File: config.mk
export PLATFORM = sky130hd
export DESIGN_NAME = lsu_format
export DESIGN_NICKNAME = d
export VERILOG_FILES = /design/src/hdl/lsu_pkg.sv /design/src/hdl/lsu_format.sv
export SDC_FILE = /design/constraint.sdc
export NUM_CORES = 1
export LEC_CHECK = 0
export ABC_AREA = 1
export BUFFER_PORTS_ARGS = -buffer_cell sky130_fd_sc_hd__buf_2
export CORE_UTILIZATION = 53
export CTS_CLUSTER_SIZE = 16
export DETAILED_ROUTE_END_ITERATION = 10
export GPL_ROUTABILITY_DRIVEN = 0
export PLACE_DENSITY = 0.85
export SYNTH_ARGS = -nofsm -noshare
export SYNTH_HDL_FRONTEND = slang
export SYNTH_SLANG_ARGS = --single-unit
File: constraint.sdc
create_clock -name clk -period 0.8 [get_ports clk]
set_clock_uncertainty 0.1 [all_clocks]
set_input_delay 0.04 -clock clk [delete_from_list [all_inputs] [get_ports clk]]
set_output_delay 0.04 -clock clk [all_outputs]
set_load 0.03 [all_outputs]
File: src/hdl/lsu_pkg.sv
package lsu_pkg;

localparam int XLEN       = 32;
localparam int ADDR_LEN   = 12;
localparam int BYTE_LEN   = 4;
localparam int AMO_OP_LEN = 4;

typedef enum logic [1:0] {
    SIZE_BYTE = 2'd0,
    SIZE_HALF = 2'd1,
    SIZE_WORD = 2'd2
} size_t;

// byte enables of each size on lane 0, before the lane rotation.
localparam logic [BYTE_LEN-1:0] BE_BYTE = 4'b0001;
localparam logic [BYTE_LEN-1:0] BE_HALF = 4'b0011;
localparam logic [BYTE_LEN-1:0] BE_WORD = 4'b1111;

typedef enum logic [AMO_OP_LEN-1:0] {
    AMO_SWAP = 4'd0,
    AMO_ADD  = 4'd1,
    AMO_XOR  = 4'd2,
    AMO_AND  = 4'd3,
    AMO_OR   = 4'd4,
    AMO_MIN  = 4'd5,
    AMO_MAX  = 4'd6,
    AMO_MINU = 4'd7,
    AMO_MAXU = 4'd8
} amo_op_t;

typedef enum logic [2:0] {
    CAUSE_NONE             = 3'd0,
    CAUSE_LOAD_MISALIGNED  = 3'd1,
    CAUSE_STORE_MISALIGNED = 3'd2,
    CAUSE_LOAD_ACCESS      = 3'd3,
    CAUSE_STORE_ACCESS     = 3'd4,
    CAUSE_STORE_PROTECT    = 3'd5
} cause_t;

endpackage

File: src/hdl/lsu_format.sv
`timescale 1ns/100ps

module lsu_format (
    input  logic                     clk,
    input  logic                     rstn,
    input  logic                     s2_valid_i,
    input  logic [lsu_pkg::XLEN-1:0] s2_rdata_i,
    input  logic [1:0]               s2_low_i,
    input  lsu_pkg::size_t           s2_size_i,
    input  logic                     s2_sign_i,
    input  logic                     s2_sc_i,
    input  logic                     s2_sc_fail_i,
    input  lsu_pkg::cause_t          s2_cause_i,
    output logic                     rsp_valid_o,
    output logic [lsu_pkg::XLEN-1:0] rdata_o,
    output logic                     fault_o,
    output lsu_pkg::cause_t          cause_o
);

import lsu_pkg::*;

logic [XLEN-1:0] lane_data;
logic [XLEN-1:0] load_data;
logic            fault;

assign lane_data = s2_rdata_i >> {s2_low_i, 3'b000};
assign fault     = (s2_cause_i != CAUSE_NONE);

always_comb begin
    case (s2_size_i)
        SIZE_BYTE: load_data = {{XLEN-8{s2_sign_i & lane_data[7]}}, lane_data[7:0]};
        SIZE_HALF: load_data = {{XLEN-16{s2_sign_i & lane_data[15]}}, lane_data[15:0]};
        default:   load_data = lane_data;
    endcase
end

always_ff @(posedge clk or negedge rstn) begin
    if (~rstn) begin
        rsp_valid_o <= 1'b0;
        fault_o     <= 1'b0;
        cause_o     <= CAUSE_NONE;
    end
    else begin
        rsp_valid_o <= s2_valid_i;
        fault_o     <= s2_valid_i & fault;
        cause_o     <= s2_valid_i ? s2_cause_i : CAUSE_NONE;
    end
end

// an SC answers 0 when it stored and 1 when it did not.
always_ff @(posedge clk) begin
    if (s2_valid_i) begin
        if (fault) begin
            rdata_o <= '0;
        end
        else if (s2_sc_i) begin
            rdata_o <= {{XLEN-1{1'b0}}, s2_sc_fail_i};
        end
        else begin
            rdata_o <= load_data;
        end
    end
end

endmodule

== Word-level counts from Yosys, hierarchy flattened ==
Index checks and enable logic that the tools add are counted.
Word-level totals
  register bits after elaboration: 37
  input bits: 45
  output and inout bits: 37
  logic and storage cells: 16
Operators by class
  equal/unequal tests: 1
  shift-type cells: 1
  muxes and demuxes: 3
  bitwise gates (word level): 3
  reductions and logical operators: 3
Operator list (count)
  $pmux 32 s2: 1
  $shr 32x5->32: 1
  $and 1x1->1: 3
  $mux 3: 1
  $reduce_bool 3->1: 1
  $eq 2x1->1 const B: 1
  $logic_not 2->1: 1
  $reduce_or 2->1: 1
  $mux 1: 1

== Logic depth before layout (Yosys ltp) ==
  depth after elaboration: 4
  gate-level depth with buffers: 10

== Worst setup path before layout ==
No wires, ideal clock.
  path type: input -> register
  start point: input s2_low_i[0]
  end point: register rdata_o[25] (netlist name), data pin
  library setup time: 0.249 ns
  data arrival time: 0.844 ns
  slack: -0.393 ns
  stages on the path: 10
  path buffers: 3
  path through: buf_6 > inv_2 > buf_6 > nand2_4 > nand3_2 > nand3b_4 > buf_8 > nand3_2 > nand2_1 > inv_1
Between the ends
  word-level cells in the longest chain between the ends: 3
  elaborated cells on any way between the ends: 4
  classes of those cells: shift (1); mux (1); bitwise (2)
Ends and longest elaborated chain
  start: declaration: RTL line lsu_format.sv:8  | input logic [1:0] s2_low_i,
  $shr 32x5->32 *: RTL line lsu_format.sv:26  | assign lane_data = s2_rdata_i >> {s2_low_i, 3'b000};
  $and 1x1->1 (on tied branches): RTL line lsu_format.sv:32, lsu_format.sv:31
  $pmux 32 s2 *: RTL line lsu_format.sv:30  | case (s2_size_i)
  end signal: assignment: RTL line lsu_format.sv:57  | rdata_o <= {{XLEN-1{1'b0}}, s2_sc_fail_i};
  end signal: assignment: RTL line lsu_format.sv:60  | rdata_o <= load_data;
  end: declaration: RTL line lsu_format.sv:15  | output logic [lsu_pkg::XLEN-1:0] rdata_o,
Mark *: on every way between the ends. The rest lies on a longest branch, timed or not.
A chain may end at the register's enable or synchronous reset.

== Worst setup path after layout ==
  start point: register rdata_o[7] (netlist name)
  end point: output rdata_o[7] (netlist name)
No word-level cell between the ends.

==> metrics <==
layout cell share with drive strength beyond 1=0.559; Leakage=1.93 nW; Crit. End Element=output port; slowest CP cell=edfxtp_1; Crit path max-delay family=flip-flops; critical-path cell list=buf_6; RSZ-0062 raised after global routing=yes; Buf+Inv Stages, Crit Path=1; Worst Path Required=0.66 ns; final hold slack=-0.117 ns; hold crit path type=input pin to flip-flop; # hold bufs at CTS=1; total number of vias=2546; total CTS buffers=5; syn_nets=303; Placed Cells=400; antenna-violating nets left=0; Residual DRC=2; vias in the first global route=2135; total die area=0.00445 mm^2; row count=23; Fmax=0.983 GHz; WS Path Type=flip-flop to output port; WL/cell=20.4 um; # diodes=0; first-pass GRT wire length=10.5 mm; Final TNS setup=-8.83 ns; headroom to the max-slew limit=0.805; CP Max Fanout=1; pwr/cell area=1380 mW/mm^2; CP Launch Type=flip-flop; I/O pins=82; Seq cells post-synth=37; Hold Fails Final Rpt=4; CTS Sinks=37; cell area after layout=0.00369 mm^2; Placed Area=0.00281 mm^2; Clock Pin Slew Worst Setup and Hold Paths=0.07 ns; Max-Cap Viols=0; crit path DAT=0.88 ns; status=finished with violations; layout net count=414; dominant cell type by area after synthesis=edfxtp_1; Die Wd=66.7 um; vias per inst=6.06; Slew Viols, Final=0; top-area cell type share of the netlist area=0.433; final non-filler cell total=420; cell area after synthesis=0.00222 mm^2; WL final=8.56 mm; Root Buffer=clkbuf_8; aggregate global-route resource usage=0.329; synth warn=0; Tcrit/Tclk final=1.27; post-synthesis sequential area ratio=0.489; Die Span Y=66.7 um; maximum vdd drop=0.000902 V; max incr delay on CP=0.42 ns; CTS Buffer Depth=2; number of setup violations in the final report=64; failing checks=design-rule violations, negative hold slack, negative setup slack; Tightest Pin Transition=0.289 ns; 1st-pass router iterations=8; Area Growth Syn to Fin=66.1%; Initial Util=0.555; Tmin final=1.02 ns; H-tree depth=2; synth top area cells=edfxtp_1, nand2_1, nand3_2; DP Wirelength=3.82 mm; CTS tree=done; drt initial violations=253; Post-Syn Instances=258; fin worst setup slack=-0.217 ns; PortBufs=81; pin count of the biggest net entering global routing=31; Yosys cell types=24; initial antenna violation count=0; Mapped Avg Cell Area=8.61 um^2; CORE AREA=0.00400 mm^2; grt ovf=0
kinds of logic after synthesis:
| logic type | after synthesis | synth area share |
|---|---|---|
| and+or+nand+nor | 147 | 0.330 |
| buffers and inverters | 46 | 0.103 |
| DFF | 37 | 0.489 |
| AOI/OAI and AO/OA | 28 | 0.0783 |
layout make-up:
type / instances / area, um^2
clock buffers: 7 / 76.3
fillers: 130 / 310
inverters: 30 / 125
repair buffers: 118 / 1120
flip-flops and latches: 37 / 1090
multi-input cells: 177 / 1210
well taps: 50 / 62.6
clock inverters: 1 / 5.00
timing repair:
item	4_1_cts	5_1_grt
pin swaps	26	26
buffers inserted	7	3
gates resized for setup	139	46
endpoints found under the setup margin	68	69
gates cloned	2	2
hold endpoints to repair	9	4
layout by cell type, fill, tap and decap left out, types with 8 or more instances in the layout:
cell,instances
nand2_1,74
buf_6,50
nand3_1,12
nand3_2,24
a21oi_2,12
inv_1,24
edfxtp_1,32
nand2_4,8
buf_2,38
nand2_2,17
buf_4,17
path summary, 6_finish.rpt:
| path | from | endpoint | slack (ns) | cells past startpoint |
|---|---|---|---|---|
| max | rdata_o[7] | rdata_o[7] | -0.22 | 1 |
| min | s2_cause_i[0] | cause_o[0] | -0.12 | 3 |
| max in group asynchronous | rstn | rsp_valid_o | 0.46 | 2 |
| min in group asynchronous | rstn | fault_o | 0.01 | 2 |
report_power, final:
| part | internal [mW] | switching (mW) | total [mW] |
|---|---|---|---|
| Combinational | 0.660 | 0.919 | 1.58 |
| Sequential | 2.21 | 0.0563 | 2.27 |
| Clock | 0.611 | 0.650 | 1.26 |
synth_stat cells (all sizes together):
cell and n:
clkbuf 3, inv 30, nand2 99, nand3b 1, buf 13, edfxtp 32
o211a 6, nor2 6, nand3 40, a21oi 16, o21ai 6, nor3 1
dfrtp 5
registers in the layout (all words and copies together) (netlist names):
register / cells
rsp_valid_o: 1
rdata_o: 32
fault_o: 1
cause_o: 3
stage by stage:
| stage | worst slack [ns] | power [mW] | util |
|---|---|---|---|
| detailed placement | -0.544 | 3.32 | 0.703 |
| floorplan | -0.373 | 2.91 | - |
| CTS | -0.200 | 4.84 | 0.868 |
| global route | -0.284 | 5.25 | 0.922 |
| finish | -0.217 | 5.11 | 0.922 |
| global placement | -0.504 | 3.30 | 0.703 |
layer usage:
metal  GRT usage  wire length (um)
met4       0.154               617
met3      0.0925               851
met1       0.406              2960
met2       0.528              4140
met5           0                 0
(Power assumes the default switching activity.)
