$ cat config.mk
export PLATFORM = sky130hd
export DESIGN_NAME = lsu_align
export DESIGN_NICKNAME = d
export VERILOG_FILES = /design/src/hdl/lsu_pkg.sv /design/src/hdl/lsu_align.sv
export SDC_FILE = /design/constraint.sdc
export NUM_CORES = 1
export LEC_CHECK = 0
export BUFFER_PORTS_ARGS = -buffer_cell sky130_fd_sc_hd__buf_4
export CAP_MARGIN = 20
export CORE_MARGIN = 4
export CORE_UTILIZATION = 49
export CTS_CLUSTER_DIAMETER = 100
export DETAILED_ROUTE_END_ITERATION = 10
export HOLD_SLACK_MARGIN = 0.15
export MAX_ROUTING_LAYER = met4
export PLACE_DENSITY = 0.84
export RECOVER_POWER = 25
export SYNTH_ARGS = -nofsm -noshare
export SYNTH_HDL_FRONTEND = slang
export SYNTH_SLANG_ARGS = --single-unit
export TNS_END_PERCENT = 100
$ cat constraint.sdc
create_clock -name clk -period 1 [get_ports clk]
set_input_delay 0.1 -clock clk [delete_from_list [all_inputs] [get_ports clk]]
set_output_delay 0.1 -clock clk [all_outputs]
set_load 0.05 [all_outputs]
$ cat src/hdl/lsu_pkg.sv
package lsu_pkg;

localparam int XLEN       = 32;
localparam int ADDR_LEN   = 12;
localparam int BYTE_LEN   = 4;
localparam int AMO_OP_LEN = 4;

typedef enum logic [1:0] {
    SIZE_BYTE = 2'd0,
    SIZE_HALF = 2'd1,
    SIZE_WORD = 2'd2
} size_t;

// byte enables of each size on lane 0, before the lane rotation.
localparam logic [BYTE_LEN-1:0] BE_BYTE = 4'b0001;
localparam logic [BYTE_LEN-1:0] BE_HALF = 4'b0011;
localparam logic [BYTE_LEN-1:0] BE_WORD = 4'b1111;

typedef enum logic [AMO_OP_LEN-1:0] {
    AMO_SWAP = 4'd0,
    AMO_ADD  = 4'd1,
    AMO_XOR  = 4'd2,
    AMO_AND  = 4'd3,
    AMO_OR   = 4'd4,
    AMO_MIN  = 4'd5,
    AMO_MAX  = 4'd6,
    AMO_MINU = 4'd7,
    AMO_MAXU = 4'd8
} amo_op_t;

typedef enum logic [2:0] {
    CAUSE_NONE             = 3'd0,
    CAUSE_LOAD_MISALIGNED  = 3'd1,
    CAUSE_STORE_MISALIGNED = 3'd2,
    CAUSE_LOAD_ACCESS      = 3'd3,
    CAUSE_STORE_ACCESS     = 3'd4,
    CAUSE_STORE_PROTECT    = 3'd5
} cause_t;

endpackage

$ cat src/hdl/lsu_align.sv
`timescale 1ns/100ps

module lsu_align (
    input  logic                         clk,
    input  logic                         rstn,
    input  logic                         req_i,
    input  logic                         wr_i,
    input  lsu_pkg::size_t               size_i,
    input  logic                         sign_ext_i,
    input  logic                         amo_i,
    input  logic                         lr_i,
    input  logic                         sc_i,
    input  lsu_pkg::amo_op_t             amo_op_i,
    input  logic [lsu_pkg::ADDR_LEN-1:0] addr_i,
    input  logic [lsu_pkg::XLEN-1:0]     wdata_i,
    output logic                         s1_valid_o,
    output logic [lsu_pkg::ADDR_LEN-1:0] s1_addr_o,
    output logic [lsu_pkg::BYTE_LEN-1:0] s1_byte_o,
    output logic [lsu_pkg::XLEN-1:0]     s1_wdata_o,
    output lsu_pkg::size_t               s1_size_o,
    output logic                         s1_sign_o,
    output logic                         s1_wr_o,
    output logic                         s1_amo_o,
    output lsu_pkg::amo_op_t             s1_amo_op_o,
    output logic                         s1_lr_o,
    output logic                         s1_sc_o,
    output logic                         s1_misaligned_o
);

import lsu_pkg::*;

logic [BYTE_LEN-1:0] byte_en;
logic                misaligned;

always_comb begin
    case (size_i)
        SIZE_BYTE: byte_en = BE_BYTE;
        SIZE_HALF: byte_en = BE_HALF;
        default:   byte_en = BE_WORD;
    endcase
end

assign misaligned = ((size_i == SIZE_HALF) && addr_i[0]) ||
                    ((size_i == SIZE_WORD) && (addr_i[1:0] != 2'b00));

always_ff @(posedge clk or negedge rstn) begin
    if (~rstn) begin
        s1_valid_o <= 1'b0;
    end
    else begin
        s1_valid_o <= req_i;
    end
end

// an aligned access never wraps past lane 3, so shifting by the low bits
// lands every byte on its memory lane.
always_ff @(posedge clk) begin
    if (req_i) begin
        s1_addr_o       <= addr_i;
        s1_byte_o       <= byte_en << addr_i[1:0];
        s1_wdata_o      <= wdata_i << {addr_i[1:0], 3'b000};
        s1_size_o       <= size_i;
        s1_sign_o       <= sign_ext_i;
        s1_wr_o         <= wr_i;
        s1_amo_o        <= amo_i;
        s1_amo_op_o     <= amo_op_i;
        s1_lr_o         <= lr_i;
        s1_sc_o         <= sc_i;
        s1_misaligned_o <= misaligned;
    end
end

endmodule

### Word-level counts from Yosys, hierarchy flattened

Cells that the tools add are included.

* register bits after elaboration: 61
* input port bits: 58
* output and inout bits: 61
* logic and storage cells: 22

* eq/ne operators: 2
* shifts and indexed selects: 2
* muxes and demuxes: 1
* reductions and logical operators: 5

Operators by type and width (number)
* $shl 32x5->32: 1
* $pmux 4 s2: 1
* $shl 4x2->4: 1
* $eq 2x1->1 const B: 1
* $eq 2x2->1 const B: 1
* $logic_and 1x1->1: 2
* $logic_not 2->1: 1
* $reduce_bool 2->1: 1
* $logic_or 1x1->1: 1

### Depth between registers and ports, before layout

* depth in word-level cells: 3
* gate-level depth with buffers: 4
* depth with buffers taken out: 2

### Least setup slack after synthesis

OpenSTA, ideal clock, no wires.

* path kind: input to register
* from: input port addr_i[0] (netlist bit)
* to: register s1_byte_o[2] (netlist bit), data pin
* setup time: 0.262 ns
* data arrival time: 0.642 ns
* required time: 0.738 ns
* setup slack: 0.096 ns
* stages on the path: 4
* path buffers: 2
* cell sequence: buf_4 buf_4 a211oi_1 a21oi_1

* longest elaborated chain between the ends: 1

RTL lines
* start: declaration: RTL line lsu_align.sv:14 `input logic [lsu_pkg::ADDR_LEN-1:0] addr_i,`
* $shl 4x2->4: RTL line lsu_align.sv:60 `s1_byte_o <= byte_en << addr_i[1:0];`
* end signal: assignment: RTL line lsu_align.sv:60
* end: declaration: RTL line lsu_align.sv:18 `output logic [lsu_pkg::BYTE_LEN-1:0] s1_byte_o,`

No other way between the ends.
A chain may end at the register's enable or synchronous reset.

### Worst setup path in the final report

* from: register s1_wdata_o[17] (netlist bit)
* to: output port s1_wdata_o[17] (netlist bit)

RTL lines
* start: declaration: RTL line lsu_align.sv:19 `output logic [lsu_pkg::XLEN-1:0] s1_wdata_o,`
* start signal: assignment: RTL line lsu_align.sv:61 `s1_wdata_o <= wdata_i << {addr_i[1:0], 3'b000};`

No word-level cell between the ends.

==> metrics.txt <==
Tot GR Track Use=a little over a quarter; Worst slew margin=about three fifths; PnR Total Power=~7.7 mW; Post-Synth Adder-Cell Area=0%; Leak=1.867 nW; setup ws final=-78.46 ps; I/O pins=around 120; cell family with most CP delay=flip-flops; antenna-violating nets left=0; Hold WC Path Type=in -> reg; DR WL/cell=24.27 um; cell breakdown of the critical path=buf_6; Final Max Tran Viols=0; layout cell share with drive strength beyond 1=46.75%; WHS=157.0 ps; CTS sink cnt=61; fin cells=390; first-pass GRT wire length=11.87 mm; max incr delay on CP=450 ps; RSZ-0062 raised after global routing=true; critical path class=reg -> out; flops & latches, synth=61; Synthesized Nets=196; WP data required=900 ps; Crit Path Max Fanout=1; status=complete, but fails checks; dominant cell type by area after synthesis=edfxtp_1; GP Congestion=0.7858; Seq/Total Area, Yosys=74.83%; largest net degree at the start of global routing=33; CTS tree=built; GRT overflow=0; Fin. Hold Viols=0; clk slew on worst S/H paths=80 ps; slowest stage cell, crit path=edfxtp_1; chip height=slightly below 80 um; Crit. End Element=primary output; top cells by area, synth=edfxtp_1 74%, mux2i_1 13%, o2bb2ai_1 2.2%; mux cell area share after synthesis=13.12%; compound-cell area share of the yosys netlist=3.742%; Worst VDD drop=1.216 mV; Mean Syn Cell Area=between 15 and 20 um2; Worst-Margin Slew=~600 ps; TritonCTS buffer count=9; yosys warns=0; number of H-tree levels=3; Tcrit/Tclk final=107.8%; die area=between 6000 and 7000 um2; Startpoint Class=flop; post-synthesis cell area=2441 um2; Post-CTS Setup Inserts=0; failing checks=setup timing; Distinct cells, synth=21; FMAX=927.2 MHz; port bufs=between 100 and 150; PwrDens=1718 nW/um2; Initial Util=51.01%; Final min period=1078 ps; die width=slightly below 80 um; Post-Synthesis Cells=about 140; # nets final=376; vias in the first global route=between 2000 and 2500; largest family of logic cells by synthesized area=multiplexers; Max-Cap Viols=0; Remaining DRCs=0; Via-to-Cell Ratio=about 5.3; Placed Cells=325; final setup fails=45; clk buf depth=2; final WL=approximately 9.5 mm; Cell Rows=25; Initial DRT Pass Iterations=6; dpl hpwl=about 4.3 mm; Syn-to-layout area delta=82.52%; initial antenna violation count=0; root buffer cell=clkbuf_8; DRT iter0 DRCs=approximately 160; worst path bufs/invs=1; most frequent cells in the layout=62 x buf_4, 62 x buf_6, 60 x edfxtp_1, 51 x dlygate4sd3_1, 25 x mux2i_1; Core Area=4786 um2; XOR/XNOR share of the synthesized area=less than 1%; # diodes=0; DR vias=2084; post-synth top area share=between 70% and 80%; Worst EP arrival=980 ps; final core occ=between 90% and 100%; Post-Synth Simple-Gate Area=4.972%
## power breakdown
part | switching (mW) | internal, mW
clock | 1.06 | 1.38
sequential | 0.131 | 3.07
combinational | 1.21 | 0.814
total | 2.39 | 5.26
## repair_timing
item,4_1_cts,5_1_grt
endpoints found under the setup margin,39,83
resized for setup,39,41
endpoints found under the hold margin,61,11
hold buffers,49,4
pin swaps,0,1
## tightest hold or removal path, delay by kind of cell
kind,cells,cell delay (ps)
buffers and inverters,1,100
multiplexers,2,180
## area by class of cell
cell class                 count  area [um2]
sequential                    61        1827
timing repair buffer         177        1699
multi-input combinational     69       640.6
fill                         147       330.3
clock buffer                  10       127.6
tap                           67       83.83
clock inverter                 6       77.57
## flip-flops by register name (all words and copies together), names as in the netlist, 2 cells and up
name and cells:
s1_addr_o 12, s1_size_o 2, s1_wdata_o 32, s1_byte_o 4, s1_amo_op_o 4
## routing by layer
layer  global-route usage, %  share of wire (%)  vias to the layer above  routed length, um
li1                        -                  -                      890                  -
met1                   29.55                 36                     1002               3402
met2                   47.37                 52                      173               4955
met3                   7.683                9.0                       19                855
met4                   10.66                2.7                        0                252
met5                       -                  0                        -                  0
## cells in the mapped netlist
master,count
dfrtp_1,1
a211oi_1,1
o2bb2ai_1,6
mux2i_1,32
o22ai_1,2
xor2_1,1
nor3_1,1
nor2b_1,2
o21ai_0,1
nor2_2,1
and2_1,8
nor2_1,9
buf_8,1
buf_2,1
buf_6,2
a22o_1,1
a21oi_1,1
edfxtp_1,60
nand2_1,2
buf_4,4
nand2b_1,1
## through the flow
step / instance area [um2] / setup TNS, ps / setup slack [ps]
global placement: 3438 / -2671 / -166.4
CTS: 4280 / -328.7 / -34.77
finish: 4456 / -1144 / -78.46
global route: 4456 / -2734 / -103.1
floorplan: 2441 / 0 / 95.72
detailed placement: 3438 / -3022 / -196.2
## final timing paths
check | cells past startpoint | end | slack (ps) | from
max | 1 | s1_wdata_o[17] | -80 | s1_wdata_o[17]$_DFFE_PP_
min | 3 | s1_wdata_o[28]$_DFFE_PP_ | 160 | wdata_i[20]
max in group asynchronous | 3 | s1_valid_o$_DFF_PN0_ | 280 | rstn
min in group asynchronous | 3 | s1_valid_o$_DFF_PN0_ | 600 | rstn
## cells by family after synthesis
kind of cell    Yosys count
compound gates           12
buf+inv                   8
flops                    61
mux                      32
xor+xnor                  1
simple gates             24
(Power assumes the default switching activity.)
