**src/hdl/lsu_pkg.sv**
```systemverilog
package lsu_pkg;

localparam int XLEN       = 32;
localparam int ADDR_LEN   = 12;
localparam int BYTE_LEN   = 4;
localparam int AMO_OP_LEN = 4;

typedef enum logic [1:0] {
    SIZE_BYTE = 2'd0,
    SIZE_HALF = 2'd1,
    SIZE_WORD = 2'd2
} size_t;

// byte enables of each size on lane 0, before the lane rotation.
localparam logic [BYTE_LEN-1:0] BE_BYTE = 4'b0001;
localparam logic [BYTE_LEN-1:0] BE_HALF = 4'b0011;
localparam logic [BYTE_LEN-1:0] BE_WORD = 4'b1111;

typedef enum logic [AMO_OP_LEN-1:0] {
    AMO_SWAP = 4'd0,
    AMO_ADD  = 4'd1,
    AMO_XOR  = 4'd2,
    AMO_AND  = 4'd3,
    AMO_OR   = 4'd4,
    AMO_MIN  = 4'd5,
    AMO_MAX  = 4'd6,
    AMO_MINU = 4'd7,
    AMO_MAXU = 4'd8
} amo_op_t;

typedef enum logic [2:0] {
    CAUSE_NONE             = 3'd0,
    CAUSE_LOAD_MISALIGNED  = 3'd1,
    CAUSE_STORE_MISALIGNED = 3'd2,
    CAUSE_LOAD_ACCESS      = 3'd3,
    CAUSE_STORE_ACCESS     = 3'd4,
    CAUSE_STORE_PROTECT    = 3'd5
} cause_t;

endpackage

```
**src/hdl/amo_alu.sv**
```systemverilog
`timescale 1ns/100ps

module amo_alu (
    input  lsu_pkg::amo_op_t         amo_op_i,
    input  logic [lsu_pkg::XLEN-1:0] amo_src_i,
    input  logic [lsu_pkg::XLEN-1:0] amo_rdata_i,
    output logic [lsu_pkg::XLEN-1:0] amo_wdata_o
);

import lsu_pkg::*;

logic src_lt_signed;
logic src_lt_unsigned;

assign src_lt_signed   = $signed(amo_src_i) < $signed(amo_rdata_i);
assign src_lt_unsigned = amo_src_i < amo_rdata_i;

always_comb begin
    case (amo_op_i)
        AMO_SWAP: amo_wdata_o = amo_src_i;
        AMO_ADD:  amo_wdata_o = amo_rdata_i + amo_src_i;
        AMO_XOR:  amo_wdata_o = amo_rdata_i ^ amo_src_i;
        AMO_AND:  amo_wdata_o = amo_rdata_i & amo_src_i;
        AMO_OR:   amo_wdata_o = amo_rdata_i | amo_src_i;
        AMO_MIN:  amo_wdata_o = src_lt_signed ? amo_src_i : amo_rdata_i;
        AMO_MAX:  amo_wdata_o = src_lt_signed ? amo_rdata_i : amo_src_i;
        AMO_MINU: amo_wdata_o = src_lt_unsigned ? amo_src_i : amo_rdata_i;
        AMO_MAXU: amo_wdata_o = src_lt_unsigned ? amo_rdata_i : amo_src_i;
        default:  amo_wdata_o = amo_src_i;
    endcase
end

endmodule

```
**config.mk**
```make
export PLATFORM = sky130hd
export DESIGN_NAME = amo_alu
export DESIGN_NICKNAME = d
export VERILOG_FILES = /design/src/hdl/lsu_pkg.sv /design/src/hdl/amo_alu.sv
export SDC_FILE = /design/constraint.sdc
export NUM_CORES = 1
export LEC_CHECK = 0
export ABC_AREA = 1
export BUFFER_PORTS_ARGS = -buffer_cell sky130_fd_sc_hd__buf_2
export CORE_UTILIZATION = 30
export DETAILED_ROUTE_END_ITERATION = 10
export PLACE_DENSITY = 0.58
export RECOVER_POWER = 50
export SYNTH_ARGS = -nofsm -noshare
export SYNTH_HDL_FRONTEND = slang
export SYNTH_SLANG_ARGS = --single-unit
```
**constraint.sdc**
```tcl
create_clock -name vclk -period 3.85
set_input_delay 0.77 -clock vclk [all_inputs]
set_output_delay 0.77 -clock vclk [all_outputs]
set_load 0.01 [all_outputs]
```
After elaboration in Yosys (flattened, before gate mapping)
Cells that the tools add are included.
- add/sub/neg operators: 1
- magnitude comparators: 2
- equal/unequal tests: 8
- mux-type cells: 5
- bitwise operators: 3
- operators by type and width (kind ; number):
    $pmux W32 S8 ; 1
    $mux W32 ; 4
    $lt A32 B32 Y1 ; 2
    $add A32 B32 Y32 ; 1
    $and A32 B32 Y32 ; 1
    $or A32 B32 Y32 ; 1
    $xor A32 B32 Y32 ; 1
    $eq A4 B3 Y1 const B ; 4
    $eq A4 B2 Y1 const B ; 2
    $eq A4 B1 Y1 const B ; 1
    $eq A4 B4 Y1 const B ; 1
- register bits: 0
- output and inout port bits: 32
- logic and storage cells: 19

Longest topological paths before layout
Gate-level depths: netlist (run 1).
- depth after elaboration: 3
- depth in mapped cells: 20

Worst setup path after synthesis (run 1)
OpenSTA, ideal clock, no wires.
- path type: input-to-output
- start point: in amo_src_i[29] in the netlist's numbering
- end point: out amo_wdata_o[3] in the netlist's numbering
- arrival time: 2.714 ns
- required time: 3.080 ns
- slack: 0.366 ns
- stages on the path: 17
- cells stage by stage: inv_1 > ha_1 > inv_1 > nand3_1 > nor2_2 > nand2_1 > nor2_1 > nand2_2 > buf_4 > nand3_4 > nand3_2 > nand2_2 > buf_6 > nand2_1 > nand2_1 > nor2_1 > nor2_1
- word-level cells in the longest chain between the ends: 3
- RTL lines (element ; RTL line ; RTL):
    from (decl) ; amo_alu.sv:5 ; input logic [lsu_pkg::XLEN-1:0] amo_src_i,
    $lt A32 B32 Y1, on equally long branches ; amo_alu.sv:16, amo_alu.sv:15 ;
    $mux W32, on equally long branches ; -- ;
    $pmux W32 S8 (*) ; amo_alu.sv:19 ; case (amo_op_i)
    to (decl) ; amo_alu.sv:7 ; output logic [lsu_pkg::XLEN-1:0] amo_wdata_o
Every way passes the cells marked *; elsewhere a longest branch is shown, timed or not.

Worst setup path after layout (run 1)
- start point: in amo_src_i[16] in the netlist's numbering
- end point: out amo_wdata_o[31] in the netlist's numbering
Same word-level chain as after synthesis.

==> results.sh, run 1 <==
export IMPL_yosysUniqueCellTypes=36
export IMPL_antenna_left=0
export IMPL_yosysTopAreaCell="nand2_1"
export IMPL_synth_avg_cell_area_um2=5.12
export IMPL_power_total_mw=1.42
export IMPL_placed_cells=1737
export IMPL_wl_um=27800
export IMPL_combPwrFrac_pct=100.0
export IMPL_initial_utilization_pct=30.9
export IMPL_first_iter_violations=768
export IMPL_pwr_share_seq_pct=0
export IMPL_stdcell_count=1752
export IMPL_slew_headroom_pct=48.9
export IMPL_cp_data_arrival_time_ns=3.02
export IMPL_cp_data_required_time_ns=3.08
export IMPL_grt_max_degree=31
export IMPL_cp_start_kind="primary input"
export IMPL_synthTopCellsByArea="nand2_1 (20%), ha_1 (19%), nand3_1 (16%)"
export IMPL_slowest_delay_ns=0.40
export IMPL_startpoint="amo_src_i[16]"
export IMPL_grt_antenna_before_repair=0
export IMPL_fmax_mhz=264
export IMPL_critical_path_endpoint_type="output pin"
export IMPL_vias=9133
export IMPL_vdd_ir_drop_worst_v=0.0000688
export IMPL_hold_violations=0
export IMPL_finalMaxSlewViolations=0
export IMPL_rsz0062_at_grt="yes"
export IMPL_pre_cts_ws_ns=-0.158
export IMPL_fp_dieH_um=147
export IMPL_drive_above_1_share_pct=30.7
export IMPL_hold_start="amo_src_i[4]"
export IMPL_power_density_nw_per_um2=154
export IMPL_layout_nets=1649
export IMPL_fin_setup_tns_ns=0
export IMPL_gp_congestion=1.01
export IMPL_vias_per_cell=5.21
export IMPL_syn_area_um2=6300
export IMPL_p_sw_share_pct=58.2
export IMPL_syn_to_final_growth_pct=46.0
export IMPL_grt_overflow_total=0
export IMPL_nFillCells=2190
export IMPL_post_route_min_period_ns=3.79
export IMPL_ios=100
export IMPL_hold_path_class="in -> out"
export IMPL_p_int_mw=0.594
export IMPL_port_buffers=100
export IMPL_met3_length_um=1870
export IMPL_yosysMostFrequentCell="nand2_1"
export IMPL_synth_top_area_share_pct=20.0
export IMPL_wl_per_cell_um=15.9
export IMPL_grt_use_total_pct=23.7
export IMPL_worstMarginPinSlew_ns=0.766
export IMPL_setup_viol=0
export IMPL_final_cell_area_um2=9200
export IMPL_drc=0
export IMPL_postLayoutCoreUtil_pct=45.0
export IMPL_ys_warnings_count=0
export IMPL_n_sequential_cell=0
export IMPL_hold_depth=4
export IMPL_rows=52
export IMPL_finalCritPeriodShare_pct=98.3
export IMPL_fp_dieW_um=147
export IMPL_core_area_um2=20400
export IMPL_dpl_cell_area_um2=8340
export IMPL_multi_input_area_um2=6040
export IMPL_clock_buffers=0
export IMPL_met1_length_um=12900
export IMPL_synthTopCellsByCount="nand2_1 (336), nand3_1 (199), inv_1 (159)"
export IMPL_dpl_hpwl_um=21600
export IMPL_grt_pass1_wl_um=41900
export IMPL_synthCells=1231
export IMPL_crit_chain="buf_2, inv_1, ha_1, a21oi_1, o21ai_0, a21oi_1, nor2_1, nor2_1, nand3_1, nand3_1, o21ai_0, nor2_1, nand3_1, buf_2"
export IMPL_maxCapViolCount=0
export IMPL_syn_nets=1396
export IMPL_top_layer="met4"
export IMPL_ys_seq_area_share_pct=0
export IMPL_worstPathMaxFanout=5
export IMPL_holdWs_ns=1.93
export IMPL_clockPowerShare_pct=0
export IMPL_worstSetupPathType="in -> out"
export IMPL_status="complete, no violations"
export IMPL_setup_ws_ns=0.0643
export IMPL_first_pass_iters=6
export IMPL_min_to="amo_wdata_o[4]"
export IMPL_fp_dieArea_um2=21600
export IMPL_wl_met2_um=12500
export IMPL_switchingPower_mw=0.827
export IMPL_seq_area_um2=0
export IMPL_diodes=0
export IMPL_grt_pass1_vias=8249
export IMPL_cpMaxStageDelayCell="ha_1"
export IMPL_p_leak_nw=4.78
## cell type report
type               count  share of cell area, %
multi-input cells   1024                   65.6
well taps            270                   3.67
repair buffers       296                   23.9
inverters            162                   6.80
## critical path: cells and delay by family
kind / cells / cell delay [ns]
buf+inv: 3 / 0.41
compound gates: 4 / 0.82
fa+ha+maj: 1 / 0.40
simple gates: 6 / 0.62
## power by group through the flow
stage          clock network [mW]  logic, mW  registers, mW
2_1_floorplan                   0      0.695              0
3_3_place_gp                    0       1.21              0
3_5_place_dp                    0       1.22              0
4_1_cts                         0       1.23              0
5_1_grt                         0       1.55              0
6_report                        0       1.42              0
## cell usage in the layout, fill, tap and decap left out, types with 29 or more instances in the layout
cell type,n
o22ai_1,29
buf_2,87
ha_1,68
a21oi_1,63
nand3_1,194
inv_1,106
nor2_1,133
o21ai_0,55
buf_4,183
nand2_1,321
inv_2,49
## logic make-up (layout without fill, tap and decap cells)
logic type / after synthesis / in the layout / share of synthesized area [%]
fa+ha+maj: 97 / 97 / 19.4
compound gates: 200 / 200 / 17.7
xor+xnor: 2 / 2 / 0.278
simple gates: 724 / 725 / 49.2
buf+inv: 208 / 458 / 13.5
## layer usage
layer | GRT usage (%) | vias up
li1 | - | 4544
met1 | 33.5 | 4204
met2 | 39.9 | 344
met3 | 1.24 | 41
met4 | 4.12 | 0
met5 | 0 | -
## worst max path at each step
| stage | cells after the start | slack (ns) | endpoint |
|---|---|---|---|
| 6_report | 14 | 0.06 | amo_wdata_o[31] |
| 5_1_grt | 20 | -0.06 | amo_wdata_o[17] |
| 4_1_cts | 19 | 0.008 | amo_wdata_o[12] |
| 3_5_place_dp | 18 | -0.16 | amo_wdata_o[1] |
| 3_3_place_gp | 18 | -0.08 | amo_wdata_o[1] |
| 2_1_floorplan | 17 | 0.37 | amo_wdata_o[3] |
## what timing repair did
action,CTS,global route
pin swaps,2,55
setup buffers,1,10
gates cloned,0,4
hold buffers,0,0
setup endpoints to repair,32,32
resized for setup,13,189
Power figures use the tool's default switching activity.
==> inputs of run 2 (changes only) <==
==> constraint.sdc (replaced) <==
create_clock -name vclk -period 3.85
set_input_delay 0.77 -clock vclk [all_inputs]
set_output_delay 0.77 -clock vclk [all_outputs]
set_load 0.05 [all_outputs]
==> run 2 against run 1 <==
Combinational power increased by 21%. Critical endpoint is now amo_wdata_o[16]. Die area unchanged. Final area increased by 6.7%. Global-route usage increased by 0.95 points. Largest cell class unchanged. Critical path type unchanged.
==> results.sh, run 2 (synthesis results as in run 1) <==
export IMPL_drive_above_1_share_pct=34.9
export IMPL_vdd_ir_drop_worst_v=0.0000817
export IMPL_vias=9270
export IMPL_dpl_hpwl_um=22000
export IMPL_hold_path_class="in -> out"
export IMPL_grt_antenna_before_repair=0
export IMPL_finalMaxSlewViolations=0
export IMPL_mostFrequentLayoutCells="nand2_1 (322), buf_4 (239), nand3_1 (187), nor2_1 (110), inv_1 (105)"
export IMPL_worstSetupPathType="in -> out"
export IMPL_syn_to_final_growth_pct=55.8
export IMPL_status="complete, no violations"
export IMPL_power_density_nw_per_um2=175
export IMPL_grt_pass1_vias=8562
export IMPL_post_route_min_period_ns=3.77
export IMPL_grt_pass1_wl_um=43600
export IMPL_multi_input_area_um2=6240
export IMPL_worstMarginPinSlew_ns=0.624
export IMPL_first_iter_violations=777
export IMPL_nFillCells=2124
export IMPL_postCtsHoldBufs=0
export IMPL_grt_use_total_pct=24.7
export IMPL_initial_utilization_pct=30.9
export IMPL_setup_viol=0
export IMPL_diodes=0
export IMPL_n_sequential_cell=0
export IMPL_maxCapViolCount=0
export IMPL_cp_start_kind="primary input"
export IMPL_rows=52
export IMPL_slowest_delay_ns=0.28
export IMPL_grt_overflow_total=0
export IMPL_cp_data_required_time_ns=3.08
export IMPL_hold_start="amo_src_i[24]"
export IMPL_port_buffers=100
export IMPL_p_leak_nw=5.06
export IMPL_fp_dieArea_um2=21600
export IMPL_hold_violations=0
export IMPL_vias_per_cell=5.16
export IMPL_fp_dieW_um=147
export IMPL_cpMaxStageDelayCell="ha_4"
export IMPL_rsz0062_at_grt="yes"
export IMPL_dpl_cell_area_um2=8750
export IMPL_gp_congestion=1.01
export IMPL_wl_per_cell_um=15.7
export IMPL_wl_um=28200
export IMPL_holdWs_ns=1.96
export IMPL_drc=0
export IMPL_final_cell_area_um2=9820
export IMPL_ios=100
export IMPL_core_area_um2=20400
export IMPL_finalCritPeriodShare_pct=97.9
export IMPL_seq_area_um2=0
export IMPL_final_common_cell="nand2_1"
export IMPL_fmax_mhz=265
export IMPL_layout_nets=1693
export IMPL_grt_max_degree=25
export IMPL_cp_data_arrival_time_ns=3.00
export IMPL_clock_buffers=0
export IMPL_critical_path_endpoint_type="output pin"
export IMPL_min_to="amo_wdata_o[24]"
export IMPL_worstPathMaxFanout=6
export IMPL_hold_depth=4
export IMPL_crit_chain="buf_2, inv_1, ha_4, inv_2, nand3_4, buf_4, inv_1, nand2_1, nand2_2, a21oi_4, buf_12, buf_8, nand3_4, buf_4, nand3_1, nand3_1, nand2_1, nor2_2, nor2_2, buf_6"
export IMPL_first_pass_iters=5
export IMPL_slew_headroom_pct=57.3
export IMPL_fp_dieH_um=147
export IMPL_antenna_left=0
[run 2: layout make-up]
class / count / share of cell area, %
multi-input cells: 1024 / 63.5
repair buffers: 340 / 26.7
inverters: 162 / 6.32
well taps: 270 / 3.44
[run 2: metrics by stage]
| stage | setup TNS [ns] | setup slack (ns) | instances | utilization [%] | power (mW) |
|---|---|---|---|---|---|
| 6_report | 0 | 0.0800 | 1796 | 48.1 | 1.72 |
| 5_1_grt | -0.161 | -0.0236 | 1796 | 48.1 | 1.85 |
| 4_1_cts | 0 | 0.00212 | 1789 | 44.7 | 1.55 |
| 3_5_place_dp | -14.00 | -0.474 | 1783 | 42.8 | 1.44 |
| 3_3_place_gp | -13.88 | -0.495 | 1783 | 42.8 | 1.43 |
| 2_1_floorplan | 0 | 0.0311 | 1231 | - | 0.857 |
[run 2: worst max path at each step]
| stage | startpoint | end | depth (start not counted) | slack, ns |
|---|---|---|---|---|
| 2_1_floorplan | amo_src_i[29] | amo_wdata_o[13] | 16 | 0.03 |
| 3_3_place_gp | amo_src_i[31] | amo_wdata_o[21] | 18 | -0.50 |
| 3_5_place_dp | amo_src_i[31] | amo_wdata_o[4] | 18 | -0.47 |
| 4_1_cts | amo_rdata_i[13] | amo_wdata_o[20] | 19 | 0.002 |
| 5_1_grt | amo_rdata_i[14] | amo_wdata_o[21] | 18 | -0.02 |
| 6_report | amo_rdata_i[29] | amo_wdata_o[16] | 20 | 0.08 |
[run 2: timing repair]
action	4_1_cts	5_1_grt
gates resized for setup	78	180
setup buffers	5	6
cloned	2	1
setup endpoints to repair	32	32
pin swaps	7	54
hold endpoints to repair	0	0
[run 2: power breakdown]
part / total, mW / internal, mW / switching, mW
logic: 1.72 / 0.697 / 1.02
clock network: 0 / 0 / 0
registers: 0 / 0 / 0
[run 2: routing by layer]
metal | GRT usage [%] | up-vias | share of wire (%)
li1 | - | 4650 | -
met1 | 34.9 | 4227 | 46
met2 | 40.7 | 345 | 45
met3 | 1.61 | 48 | 6.5
met4 | 5.67 | 0 | 2.4
met5 | 0 | - | 0
[run 2: critical path: cells and delay by family]
kind / cells / cell delay [ns]
and+or+nand+nor: 9 / 0.78
buffers and inverters: 9 / 1.00
adders and majority gates: 1 / 0.28
AOI/OAI and AO/OA: 1 / 0.13
==> inputs of run 3 (changes only) <==
--- a/config.mk
+++ b/config.mk
@@ -7,9 +7,9 @@
 export LEC_CHECK = 0
 export ABC_AREA = 1
 export BUFFER_PORTS_ARGS = -buffer_cell sky130_fd_sc_hd__buf_2
-export CORE_UTILIZATION = 30
+export CORE_UTILIZATION = 55
 export DETAILED_ROUTE_END_ITERATION = 10
-export PLACE_DENSITY = 0.58
+export PLACE_DENSITY = 0.88
 export RECOVER_POWER = 50
 export SYNTH_ARGS = -nofsm -noshare
 export SYNTH_HDL_FRONTEND = slang
==> run 3 against run 2 <==
The run now fails in global routing (5_1_grt). Synthesized area did not move. Synthesized cell count did not move.
==> results.sh, run 3 <==
export IMPL_yosysUniqueCellTypes=36
export IMPL_status="did not finish"
export IMPL_postCtsHoldBufs=0
export IMPL_ys_seq_area_share_pct=0
export IMPL_synthTopCellsByCount="nand2_1 (336), nand3_1 (199), inv_1 (159)"
export IMPL_synth_top_area_share_pct=20.0
export IMPL_syn_area_um2=6300
export IMPL_gp_congestion=1.16
export IMPL_initial_utilization_pct=57.4
export IMPL_syn_nets=1396
export IMPL_fp_dieH_um=109
export IMPL_firstError="[ERROR GRT-0232] Routing congestion too high. Check the congestion heatmap in the GUI."
export IMPL_haltStage="global routing (5_1_grt)"
export IMPL_yosysTopAreaCell="nand2_1"
export IMPL_grt_overflow_total=103
export IMPL_grt_max_degree=22
export IMPL_dpl_cell_area_um2=8210
export IMPL_fp_dieW_um=109
export IMPL_pre_cts_ws_ns=-0.353
export IMPL_ios=100
export IMPL_crit_endpoint="amo_wdata_o[26]"
export IMPL_ys_warnings_count=0
export IMPL_rows=38
export IMPL_port_buffers=100
export IMPL_dpl_hpwl_um=19600
export IMPL_synth_avg_cell_area_um2=5.12
export IMPL_grt_use_total_pct=81.8
export IMPL_placed_cells=1609
export IMPL_yosysMostFrequentCell="nand2_1"
export IMPL_synthTopCellsByArea="nand2_1 (20%), ha_1 (19%), nand3_1 (16%)"
export IMPL_worst_path_end_type="top-level output"
export IMPL_synthCells=1231
-- run 3: cell counts after synthesis --
No cell type changed its count.
-- run 3: kinds of logic after synthesis --
| kind of cell | Yosys count | synth area share (%) |
|---|---|---|
| AO/OA/AOI/OAI | 200 | 17.7 |
| buffers and inverters | 208 | 13.5 |
| adder cells (fa/ha/maj) | 97 | 19.4 |
| AND/OR/NAND/NOR | 724 | 49.2 |
| XOR/XNOR | 2 | 0.278 |
-- run 3: metrics by stage --
stage	utilization, %	hold WS (ns)
floorplan	-	1.78
global placement	74.8	1.99
detailed placement	74.8	2.00
CTS	77.0	1.98
-- run 3: what timing repair did --
action                                  4_1_cts
pin swaps                                     8
endpoints found under the setup margin       32
cloned                                        1
gates resized for setup                      52
setup buffers                                 5
-- run 3: per-layer routing --
metal	GRT usage [%]	overflow
met5	48.7	1
met4	85.0	46
met3	68.3	2
met2	94.5	45
met1	81.3	9
==> inputs of run 4 (changes only) <==
--- a/config.mk
+++ b/config.mk
@@ -7,9 +7,9 @@
 export LEC_CHECK = 0
 export ABC_AREA = 1
 export BUFFER_PORTS_ARGS = -buffer_cell sky130_fd_sc_hd__buf_2
-export CORE_UTILIZATION = 55
+export CORE_UTILIZATION = 40
 export DETAILED_ROUTE_END_ITERATION = 10
-export PLACE_DENSITY = 0.88
+export PLACE_DENSITY_LB_ADDON = 0.15
 export RECOVER_POWER = 50
 export SYNTH_ARGS = -nofsm -noshare
 export SYNTH_HDL_FRONTEND = slang
==> run 4 against run 3 <==
The flow now finishes without violations.
==> results.sh, run 4 (synthesis results as in run 1) <==
export IMPL_status="complete, no violations"
export IMPL_wl_um=27500
export IMPL_final_cell_area_um2=9870
export IMPL_combPwrFrac_pct=100.0
export IMPL_slowest_delay_ns=0.19
export IMPL_grt_pass1_wl_um=41300
export IMPL_core_area_um2=15300
export IMPL_switchingPower_mw=1.03
export IMPL_fp_dieArea_um2=16300
export IMPL_min_to="amo_wdata_o[24]"
export IMPL_rows=45
export IMPL_slew_headroom_pct=55.8
export IMPL_cp_top_family="buffers and inverters"
export IMPL_crit_chain="buf_2, inv_2, buf_4, ha_1, a21o_1, a21oi_2, nand2_2, a21oi_4, buf_12, buf_6, nand3_4, buf_4, nand3_1, nand3_1, nand2_1, nor2_1, nor2_2, buf_6"
export IMPL_critical_path_cell_count=18
export IMPL_grt_use_total_pct=31.5
export IMPL_first_pass_iters=6
export IMPL_grt_antenna_before_repair=0
export IMPL_worstSetupPathType="in -> out"
export IMPL_antenna_left=0
export IMPL_layout_nets=1689
export IMPL_nFillCells=1488
export IMPL_n_sequential_cell=0
export IMPL_fp_dieW_um=128
export IMPL_final_common_cell="nand2_1"
export IMPL_ios=100
export IMPL_hold_violations=0
export IMPL_critical_path_endpoint_type="output pin"
export IMPL_diodes=0
export IMPL_cp_data_arrival_time_ns=3.05
export IMPL_pwr_share_seq_pct=0
export IMPL_hold_depth=4
export IMPL_p_leak_nw=5.10
export IMPL_gp_congestion=1.02
export IMPL_setup_viol=0
export IMPL_path_buf_inv=7
export IMPL_cp_start_kind="primary input"
export IMPL_dpl_hpwl_um=20600
export IMPL_grt_pass1_vias=8352
export IMPL_p_sw_share_pct=59.1
export IMPL_p_int_mw=0.715
export IMPL_power_total_mw=1.75
export IMPL_rsz0062_at_grt="yes"
export IMPL_grt_overflow_total=0
export IMPL_cp_data_required_time_ns=3.08
export IMPL_grt_max_degree=33
export IMPL_hold_path_class="in -> out"
export IMPL_worstPathMaxFanout=4
export IMPL_finalCritPeriodShare_pct=99.3
export IMPL_holdWs_ns=1.97
export IMPL_hold_start="amo_src_i[24]"
export IMPL_initial_utilization_pct=41.2
export IMPL_syn_to_final_growth_pct=56.5
export IMPL_fmax_mhz=261
export IMPL_vias_per_cell=5.44
export IMPL_vdd_ir_drop_worst_v=0.000118
export IMPL_clockPowerShare_pct=0
export IMPL_seq_area_um2=0
export IMPL_pre_cts_ws_ns=-0.286
export IMPL_power_density_nw_per_um2=177
export IMPL_setup_ws_ns=0.0255
export IMPL_maxCapViolCount=0
export IMPL_first_iter_violations=925
export IMPL_placed_cells=1714
export IMPL_drive_above_1_share_pct=34.5
export IMPL_dpl_cell_area_um2=8590
export IMPL_cpMaxStageDelayCell="buf_4"
export IMPL_fp_dieH_um=128
export IMPL_finalMaxSlewViolations=0
export IMPL_port_buffers=100
export IMPL_worstMarginPinSlew_ns=0.660
export IMPL_vias=9420
export IMPL_post_route_min_period_ns=3.82
export IMPL_mostFrequentLayoutCells="nand2_1 (313), buf_4 (222), nand3_1 (192), inv_1 (122), nor2_1 (103)"
export IMPL_clock_buffers=0
export IMPL_wl_per_cell_um=15.9
export IMPL_stdcell_count=1733
export IMPL_drc=0
==> run 4: cell type report <==
class / instances / area (um^2) / share of cell area, %
Inverter: 162 / 621 / 6.29
Tap cell: 211 / 264 / 2.68
Timing Repair Buffer: 336 / 2690 / 27.2
Multi-Input combinational cell: 1024 / 6290 / 63.8
==> run 4: worst max-delay path by stage <==
stage / from / end / slack, ns
floorplan: amo_src_i[29] / amo_wdata_o[13] / 0.03
global placement: amo_src_i[27] / amo_wdata_o[3] / -0.17
detailed placement: amo_src_i[31] / amo_wdata_o[9] / -0.29
CTS: amo_rdata_i[23] / amo_wdata_o[31] / -0.001
global route: amo_src_i[22] / amo_wdata_o[16] / -0.06
finish: amo_rdata_i[22] / amo_wdata_o[13] / 0.03
==> run 4: through the flow <==
stage	setup TNS (ns)	util, %
2_1_floorplan	0	-
3_3_place_gp	-4.48	56.1
3_5_place_dp	-7.51	56.1
4_1_cts	-0.00108	58.0
5_1_grt	-0.915	64.4
6_report	0	64.4
==> run 4: timing repair <==
action,CTS,global route
setup buffers,6,10
endpoints found under the setup margin,32,32
hold buffers,0,0
gates resized for setup,70,215
cloned,2,3
pin swaps,7,61
hold endpoints to repair,0,0
==> run 4: power groups by stage <==
stage	sequential [mW]	clock (mW)	combinational, mW
floorplan	0	0	0.857
global placement	0	0	1.40
detailed placement	0	0	1.41
CTS	0	0	1.50
global route	0	0	1.88
finish	0	0	1.75
==> run 4: per-layer routing <==
metal  wire [um]  global-route usage, %
met1       12400                   44.3
met2       12300                   52.8
met3        1970                   2.05
met4         808                   6.44
met5           0                      0
